`src/design/pred_pkg.sv`:
```
// Return address predictor package
// Fetch block geometry, address width, stack depth and the
// instruction encodings that the call and return decode matches.

package pred_pkg;

  // ----------------------------------------
  // fetch block geometry
  // ----------------------------------------
  // halfwords per fetch block
  localparam int FETCH_HW = 8;
  // bits per halfword
  localparam int HW_W = 16;
  // data bits per block
  localparam int FETCH_W = FETCH_HW * HW_W;
  // halfword offset inside a block
  localparam int HW_IDX_W = $clog2(FETCH_HW);

  // virtual address width, addresses travel as bits VADDR_W-1:1
  localparam int VADDR_W = 32;

  // ----------------------------------------
  // return address stack
  // ----------------------------------------
  localparam int RAS_DEPTH = 8;
  // index wraps modulo RAS_DEPTH
  localparam int RAS_IDX_W = $clog2(RAS_DEPTH);

  // ----------------------------------------
  // decode encodings
  // ----------------------------------------
  // c.jal exists on RV32 only
  localparam bit RVC_JAL_EN = 1'b1;

  // link register x1
  localparam logic [4:0] RA_REG = 5'd1;

  localparam logic [6:0] OPC_JAL = 7'b1101111;
  localparam logic [6:0] OPC_JALR = 7'b1100111;

  // c.jr ra and jalr x0, 0(x1)
  localparam logic [15:0] RVC_RET = 16'h8082;
  localparam logic [31:0] STD_RET = 32'h00008067;

endpackage

```
`src/design/pred_call_ret_decode.sv`:
```
// Call and return decode, stage 1 of the return address predictor
// Decodes every halfword of a fetch block as a compressed and as a
// standard candidate, masks by lane enables and valid, picks the
// lowest call and forms its return address. Purely combinational.

`timescale 1ns/1ps

module pred_call_ret_decode (
  input  logic                              i_resp_valid,
  input  logic [pred_pkg::FETCH_W-1:0]      i_resp_data,
  input  logic [pred_pkg::FETCH_HW-1:0]     i_resp_be,
  input  logic [pred_pkg::VADDR_W-1:1]      i_resp_vaddr,
  output logic                              o_push,
  output logic [pred_pkg::FETCH_HW-1:0]     o_call_be,
  output logic [pred_pkg::FETCH_HW-1:0]     o_ret_be,
  output logic                              o_ret_any,
  output logic [pred_pkg::VADDR_W-1:1]      o_push_addr
);

  logic [pred_pkg::FETCH_HW-1:0] w_rvc_call;
  logic [pred_pkg::FETCH_HW-1:0] w_std_call;
  logic [pred_pkg::FETCH_HW-1:0] w_ret_hit;
  logic [pred_pkg::FETCH_HW-1:0] w_lane_en;
  logic [pred_pkg::HW_IDX_W-1:0] w_call_off;
  logic                          w_call_std;
  logic [1:0]                    w_call_size;
  logic [pred_pkg::VADDR_W-1:1]  w_blk_base;

  // ----------------------------------------
  // per halfword decode
  // ----------------------------------------
  for (genvar g = 0; g < pred_pkg::FETCH_HW; g++) begin : g_lane
    logic [pred_pkg::HW_W-1:0] w_rvc_inst;
    logic                      w_rvc_jal;
    logic                      w_rvc_jalr;
    logic                      w_rvc_ret;

    assign w_rvc_inst = i_resp_data[g*pred_pkg::HW_W +: pred_pkg::HW_W];

    // c.jal, quadrant 1, funct3 001
    assign w_rvc_jal = pred_pkg::RVC_JAL_EN &
                       (w_rvc_inst[1:0] == 2'b01) &
                       (w_rvc_inst[15:13] == 3'b001);
    // c.jalr: rs1 nonzero, rs2 zero
    assign w_rvc_jalr = (w_rvc_inst[1:0] == 2'b10) &
                        (w_rvc_inst[15:12] == 4'b1001) &
                        (w_rvc_inst[11:7] != 5'd0) &
                        (w_rvc_inst[6:2] == 5'd0);
    assign w_rvc_call[g] = w_rvc_jal | w_rvc_jalr;
    assign w_rvc_ret = (w_rvc_inst == pred_pkg::RVC_RET);

    if (g < pred_pkg::FETCH_HW - 1) begin : g_std
      logic [2*pred_pkg::HW_W-1:0] w_std_inst;
      logic                        w_std_jal;
      logic                        w_std_jalr;

      assign w_std_inst = i_resp_data[g*pred_pkg::HW_W +: 2*pred_pkg::HW_W];
      // jal ra or jalr ra
      assign w_std_jal = (w_std_inst[6:0] == pred_pkg::OPC_JAL) &
                         (w_std_inst[11:7] == pred_pkg::RA_REG);
      assign w_std_jalr = (w_std_inst[6:0] == pred_pkg::OPC_JALR) &
                          (w_std_inst[14:12] == 3'b000) &
                          (w_std_inst[11:7] == pred_pkg::RA_REG);
      assign w_std_call[g] = w_std_jal | w_std_jalr;
      assign w_ret_hit[g] = w_rvc_ret | (w_std_inst == pred_pkg::STD_RET);
    end else begin : g_edge
      // would cross the block edge, not decoded as standard
      assign w_std_call[g] = 1'b0;
      assign w_ret_hit[g] = w_rvc_ret;
    end
  end

  // ----------------------------------------
  // masking and call select
  // ----------------------------------------
  assign w_lane_en = i_resp_be & {pred_pkg::FETCH_HW{i_resp_valid}};

  // a standard call also covers the halfword after it
  assign o_call_be = (w_rvc_call | w_std_call |
                      {w_std_call[pred_pkg::FETCH_HW-2:0], 1'b0}) & w_lane_en;
  assign o_ret_be = w_ret_hit & w_lane_en;
  assign o_ret_any = |o_ret_be;
  assign o_push = |o_call_be;

  // lowest set call bit wins
  always_comb begin
    w_call_off = '0;
    for (int i = pred_pkg::FETCH_HW - 1; i >= 0; i--) begin
      if (o_call_be[i]) begin
        w_call_off = i[pred_pkg::HW_IDX_W-1:0];
      end
    end
  end

  assign w_call_std = w_std_call[w_call_off];
  // return lands one or two halfwords past the call
  assign w_call_size = w_call_std ? 2'd2 : 2'd1;

  // halfword address of the block start
  assign w_blk_base = {i_resp_vaddr[pred_pkg::VADDR_W-1:pred_pkg::HW_IDX_W+1],
                       {pred_pkg::HW_IDX_W{1'b0}}};

  assign o_push_addr = w_blk_base +
                       {{(pred_pkg::VADDR_W-1-pred_pkg::HW_IDX_W){1'b0}}, w_call_off} +
                       {{(pred_pkg::VADDR_W-3){1'b0}}, w_call_size};

endmodule

```
`src/design/pred_ras.sv`:
```
// Return address stack storage
// RAS_DEPTH halfword addresses. Writes land at the clock edge; the
// read of the top is registered together with its valid bit. A read
// and write to one entry in the same cycle returns the old contents.

`timescale 1ns/1ps

module pred_ras (
  input  logic                            i_clk,
  input  logic                            i_reset_n,
  input  logic                            i_wr_valid,
  input  logic [pred_pkg::RAS_IDX_W-1:0]  i_wr_index,
  input  logic [pred_pkg::VADDR_W-1:1]    i_wr_addr,
  input  logic                            i_rd_valid,
  input  logic [pred_pkg::RAS_IDX_W-1:0]  i_rd_index,
  output logic                            o_rd_valid,
  output logic [pred_pkg::VADDR_W-1:1]    o_rd_addr
);

  logic [pred_pkg::VADDR_W-1:1] r_stack [pred_pkg::RAS_DEPTH];
  logic                         r_rd_valid;
  logic [pred_pkg::VADDR_W-1:1] r_rd_addr;

  // ----------------------------------------
  // storage
  // ----------------------------------------
  always_ff @(posedge i_clk) begin
    if (i_wr_valid) begin
      r_stack[i_wr_index] <= i_wr_addr;
    end
  end

  // ----------------------------------------
  // registered read of the top
  // ----------------------------------------
  // address only follows real reads
  always_ff @(posedge i_clk) begin
    if (i_rd_valid) begin
      r_rd_addr <= r_stack[i_rd_index];
    end
  end

  always_ff @(posedge i_clk or negedge i_reset_n) begin
    if (!i_reset_n) begin
      r_rd_valid <= 1'b0;
    end else begin
      r_rd_valid <= i_rd_valid;
    end
  end

  assign o_rd_valid = r_rd_valid;
  assign o_rd_addr = r_rd_addr;

endmodule

```
`src/design/pred_ras_index.sv`:
```
// Speculative return address stack index
// Follows fetch by one per pushing block. A call commit overrides the
// base: a live group loads the committed index, an all-dead group
// rolls back to the restore index. Also keeps the last live
// committed call index.

`timescale 1ns/1ps

module pred_ras_index (
  input  logic                            i_clk,
  input  logic                            i_reset_n,
  input  logic                            i_push,
  input  logic                            i_cmt_valid,
  input  logic                            i_cmt_is_call,
  input  logic                            i_cmt_all_dead,
  input  logic [pred_pkg::RAS_IDX_W-1:0]  i_cmt_ras_index,
  input  logic [pred_pkg::RAS_IDX_W-1:0]  i_cmt_restore_index,
  output logic [pred_pkg::RAS_IDX_W-1:0]  o_wr_index,
  output logic [pred_pkg::RAS_IDX_W-1:0]  o_rd_index,
  output logic [pred_pkg::RAS_IDX_W-1:0]  o_cmt_ras_index
);

  logic                           w_cmt_live;
  logic                           w_cmt_dead;
  logic [pred_pkg::RAS_IDX_W-1:0] w_base;
  logic [pred_pkg::RAS_IDX_W-1:0] w_next;
  logic [pred_pkg::RAS_IDX_W-1:0] r_index;
  logic [pred_pkg::RAS_IDX_W-1:0] r_cmt_index;

  assign w_cmt_live = i_cmt_valid & i_cmt_is_call & ~i_cmt_all_dead;
  assign w_cmt_dead = i_cmt_valid & i_cmt_is_call & i_cmt_all_dead;

  // commit correction ahead of this block's push
  always_comb begin
    w_base = r_index;
    if (w_cmt_live) begin
      w_base = i_cmt_ras_index;
    end else if (w_cmt_dead) begin
      // younger group dead, roll back
      w_base = i_cmt_restore_index;
    end
  end

  // wraps modulo RAS_DEPTH
  assign w_next = w_base + {{(pred_pkg::RAS_IDX_W-1){1'b0}}, i_push};

  assign o_wr_index = w_next;
  // read sees the top before the push
  assign o_rd_index = w_base;
  assign o_cmt_ras_index = r_cmt_index;

  always_ff @(posedge i_clk or negedge i_reset_n) begin
    if (!i_reset_n) begin
      r_index <= '0;
      r_cmt_index <= '0;
    end else begin
      r_index <= w_next;
      if (w_cmt_live) begin
        r_cmt_index <= i_cmt_ras_index;
      end
    end
  end

endmodule

```
`src/design/pred_ras_top.sv`:
```
// Return address predictor top level
// Two stage pipeline: call and return decode in stage 1, index update
// and stack access in stage 2. All outputs are registered, one cycle
// after the fetch response.

`timescale 1ns/1ps

module pred_ras_top (
  input  logic                            i_clk,
  input  logic                            i_reset_n,
  // fetch response
  input  logic                            i_resp_valid,
  input  logic [pred_pkg::FETCH_W-1:0]    i_resp_data,
  input  logic [pred_pkg::FETCH_HW-1:0]   i_resp_be,
  input  logic [pred_pkg::VADDR_W-1:1]    i_resp_vaddr,
  // commit
  input  logic                            i_cmt_valid,
  input  logic                            i_cmt_is_call,
  input  logic                            i_cmt_all_dead,
  input  logic [pred_pkg::RAS_IDX_W-1:0]  i_cmt_ras_index,
  input  logic [pred_pkg::RAS_IDX_W-1:0]  i_cmt_restore_index,
  // prediction
  output logic [pred_pkg::FETCH_HW-1:0]   o_call_be,
  output logic [pred_pkg::FETCH_HW-1:0]   o_ret_be,
  output logic                            o_ret_valid,
  output logic [pred_pkg::VADDR_W-1:1]    o_ret_vaddr,
  output logic [pred_pkg::RAS_IDX_W-1:0]  o_ras_index,
  output logic [pred_pkg::RAS_IDX_W-1:0]  o_cmt_ras_index
);

  logic                           w_push;
  logic [pred_pkg::FETCH_HW-1:0]  w_call_be;
  logic [pred_pkg::FETCH_HW-1:0]  w_ret_be;
  logic                           w_ret_any;
  logic [pred_pkg::VADDR_W-1:1]   w_push_addr;
  logic [pred_pkg::RAS_IDX_W-1:0] w_wr_index;
  logic [pred_pkg::RAS_IDX_W-1:0] w_rd_index;
  logic [pred_pkg::FETCH_HW-1:0]  r_call_be;
  logic [pred_pkg::FETCH_HW-1:0]  r_ret_be;
  logic [pred_pkg::RAS_IDX_W-1:0] r_ras_index;

  // ----------------------------------------
  // stage 1, decode
  // ----------------------------------------
  pred_call_ret_decode u_decode (
    .i_resp_valid (i_resp_valid),
    .i_resp_data  (i_resp_data),
    .i_resp_be    (i_resp_be),
    .i_resp_vaddr (i_resp_vaddr),
    .o_push       (w_push),
    .o_call_be    (w_call_be),
    .o_ret_be     (w_ret_be),
    .o_ret_any    (w_ret_any),
    .o_push_addr  (w_push_addr)
  );

  // ----------------------------------------
  // stage 2, index and stack
  // ----------------------------------------
  pred_ras_index u_index (
    .i_clk               (i_clk),
    .i_reset_n           (i_reset_n),
    .i_push              (w_push),
    .i_cmt_valid         (i_cmt_valid),
    .i_cmt_is_call       (i_cmt_is_call),
    .i_cmt_all_dead      (i_cmt_all_dead),
    .i_cmt_ras_index     (i_cmt_ras_index),
    .i_cmt_restore_index (i_cmt_restore_index),
    .o_wr_index          (w_wr_index),
    .o_rd_index          (w_rd_index),
    .o_cmt_ras_index     (o_cmt_ras_index)
  );

  // push to the next index, read the pre-push top
  pred_ras u_ras (
    .i_clk      (i_clk),
    .i_reset_n  (i_reset_n),
    .i_wr_valid (w_push),
    .i_wr_index (w_wr_index),
    .i_wr_addr  (w_push_addr),
    .i_rd_valid (w_ret_any),
    .i_rd_index (w_rd_index),
    .o_rd_valid (o_ret_valid),
    .o_rd_addr  (o_ret_vaddr)
  );

  // flags and index line up with the stack read
  always_ff @(posedge i_clk or negedge i_reset_n) begin
    if (!i_reset_n) begin
      r_call_be <= '0;
      r_ret_be <= '0;
      r_ras_index <= '0;
    end else begin
      r_call_be <= w_call_be;
      r_ret_be <= w_ret_be;
      r_ras_index <= w_wr_index;
    end
  end

  assign o_call_be = r_call_be;
  assign o_ret_be = r_ret_be;
  assign o_ras_index = r_ras_index;

endmodule

```
`config.mk`:
```
export PLATFORM = sky130hd
export DESIGN_NAME = pred_ras_top
export DESIGN_NICKNAME = d
export VERILOG_FILES = /design/src/design/pred_pkg.sv /design/src/design/pred_call_ret_decode.sv /design/src/design/pred_ras.sv /design/src/design/pred_ras_index.sv /design/src/design/pred_ras_top.sv
export SDC_FILE = /design/constraint.sdc
export NUM_CORES = 1
export LEC_CHECK = 0
export BUFFER_PORTS_ARGS = -buffer_cell sky130_fd_sc_hd__buf_2
export CORE_AREA = 2 2 183 185
export CTS_CLUSTER_SIZE = 8
export DETAILED_ROUTE_END_ITERATION = 6
export DIE_AREA = 0 0 185 187
export GPL_TIMING_DRIVEN = 1
export SLEW_MARGIN = 20
export SYNTH_ARGS = -nofsm -noshare
export SYNTH_HDL_FRONTEND = slang
export SYNTH_SLANG_ARGS = --single-unit
export TNS_END_PERCENT = 5
```
`constraint.sdc`:
```
create_clock -name i_clk -period 6.9 [get_ports i_clk]
set_input_delay 0.69 -clock i_clk [delete_from_list [all_inputs] [get_ports i_clk]]
set_output_delay 0.69 -clock i_clk [all_outputs]
set_load 0.05 [all_outputs]
```
==> run metrics <==
Initial DRC Count=498; initial antenna violation count=0; Max Clk Rate=about 0.18 GHz; Reg clk slew, reported paths=roughly 50 ps; final worst setup slack=between 1000 and 1500 ps; Seq/Total Area, Yosys=roughly 70%; startpoint types=primary input; drt wl/cell=between 15 and 20 um; final wirelength=around 29 mm; Final Hold Fails=0; GP Congestion=~0.82; DRC=0; critical path peak fanout=11; Worst Clk Skew=a little under 7 ps; Syn Area/Cell=around 17 um2; combinational share of power=11.9%; status=finished, final reports clean; Int Power=around 3.5 mW; CTS tree=built; Place WS=between 900 and 1000 ps; CTS Buffer Depth=3; Num CTS Buffers=43; FF+latch count, synth=around 300; Top Ports=around 230; CTS Sinks=between 300 and 400; sequential share of power=between 40% and 50%; Warnings, synthesis=0; r2r setup slk=about 3600 ps; Setup Crit Path Kind=primary input to register; Max stage delay on crit path=690 ps; Final TNS setup=0 ps; Die W=between 150 and 200 um; commonest cells after routing, fill and taps aside=279 x edfxtp_1, 229 x buf_2, 62 x mux4_2; max-slew violations=0; proportion of power drawn by the clock network=42.0%; Gates resized, CTS repair=0; Crit path max-delay family=simple AND/OR/NAND/NOR gates; Mapped Area=0.01291 mm2; WP data arrival=approximately 5700 ps; P&R area growth vs syn=23.74%; Cell variety after synth=57; Net Switching=approximately 1000 uW; Post-synth EDFFs=~280; Hold WC Path Type=primary input to asynchronous set/reset pin; crit-path cells=buf_2 > nor4_1 > a2111o_1 > o22ai_1 > o311ai_1 > o2111ai_1 > nand2b_1 > mux2i_1 > mux2_2 > mux2_2 > fa_1 > nor3_4 > buf_4 > nand2_1 > xnor2_1; all-layer global routing usage=17.11%; final core utilization=48.60%; Max VDD drop=~170 uV; min Tclk post-route=between 5000 and 6000 ps; largest net degree at the start of global routing=63; Net Count, Synth=~930; prevailing post-synth register cell=edfxtp_1; CTS Hold Bufs=0; count of input and output buffers=between 200 and 250; via/cell ratio=between 5 and 6; Routed Antenna Nets=0; Worst path slowest cell=o311ai_1; global-route wire length before repair=around 45 mm; pwr/cell area=279.7 mW/mm2; Worst Path Required=around 7000 ps; half-perimeter wire length after placement=18.76 mm; Root Buffer=clkbuf_16; H-tree depth=2; Switching Share=roughly 22%; Core Box Area=~0.033 mm2; max cap viols=0; Cells after Synth=around 750; CP endpoint kind=register; Crit path top cell by count=mux2_2; total congestion overflow=0; CP Buf/Inv Count=2; post-CTS setup buffers=0; Layout Nets=approximately 1200; via count=between 7000 and 8000; Setup violations, final=0; fin crit share=roughly 80%; Leakage=around 5.7 nW; RSZ-0062 raised after global routing=false; initial core utilization=about two fifths; num rows=67; die height=~190 um; most common cell after layout, fill and taps aside=edfxtp_1; drt pass-1 iters=6; Die ar.=between 0.03 and 0.04 mm2; worst-margin pin slew=951.9 ps; ant diodes=0; layout cell share with drive strength beyond 1=approximately 40%; relative slew slack=36.54%; vias in the first global route=7984; Async SR Flop Fraction=under 10%; clk_lat worst skew=approximately 510 ps
[per-layer routing]
layer	GRT usage (%)	part of all wire, %
met1	23.13	43
met4	4.762	2.1
met3	2.998	5.2
met5	0	0
met2	28.55	49
[cell families after synthesis]
family          Yosys count  share of synthesized area (%)
compound gates           42                          2.472
xor+xnor                 30                          2.036
fa+ha+maj                 5                         0.5429
buf+inv                  39                          1.251
flops                   302                          69.37
mux                     104                          14.43
simple gates            227                          9.898
[flip-flops by register name, summed over array words and instances, names as in the netlist]
| name | cells |
|---|---|
| u_ras.o_rd_valid | 1 |
| o_ret_be | 8 |
| o_call_be | 8 |
| u_index.o_cmt_ras_index | 3 |
| u_ras.r_stack | 248 |
| u_index.r_index | 3 |
| u_ras.o_rd_addr | 31 |
[area by class of cell]
cell class,count,area [um2]
Clock buffer,62,1200
Fill cell,2853,16890
Inverter,21,78.83
Multi-Input combinational cell,408,3856
Sequential cell,302,8954
Tap cell,448,560.5
Timing Repair Buffer,249,1321
[final timing paths]
kind / startpoint / end / depth (start not counted)
setup / recovery: i_resp_data[56] / u_ras.r_stack[3][8] / 15
hold / removal: i_reset_n / u_index.o_cmt_ras_index[1] / 1
setup reg to reg: u_index.r_index[0] / u_ras.r_stack[3][18] / 9
hold reg to reg: u_index.o_cmt_ras_index[1] / u_index.o_cmt_ras_index[1] / 1
max in group asynchronous: i_reset_n / o_call_be[6] / 1
min in group i_clk: i_cmt_ras_index[1] / u_index.o_cmt_ras_index[1] / 2
[power by group through the flow]
stage                     sequential, mW  combinational, mW  clock, mW
final                               2.06              0.533       1.88
after global routing                2.06              0.580       1.99
after CTS                           2.06              0.545       1.92
after detailed placement            2.09              0.542          0
after global placement              2.09              0.540          0
after floorplan                     2.11              0.334          0
[synthesized netlist by cell type (all sizes together) (20+ instances only)]
library cell	n	area share, %
dfrtp	23	4.5
edfxtp	279	65
inv	21	0.61
mux2	36	3.1
mux4	62	11
nand2	43	1.3
nand3	28	1.1
nand4	22	1.1
nor2	33	0.98
nor3	25	1.1
nor4	20	0.97
xnor2	26	1.8
[through the flow]
stage          power [mW]  instance area (um2)  instances  hold slack [ps]
3_3_place_gp        2.628                14770       1428            507.0
4_1_cts             4.523                15970       1490            147.3
6_report            4.466                15970       1490            155.5
5_1_grt             4.627                15970       1490            184.9
2_1_floorplan       2.447                12910        749            394.4
3_5_place_dp        2.631                14770       1428            505.1
Note: power is estimated with default switching activity, not from simulation.
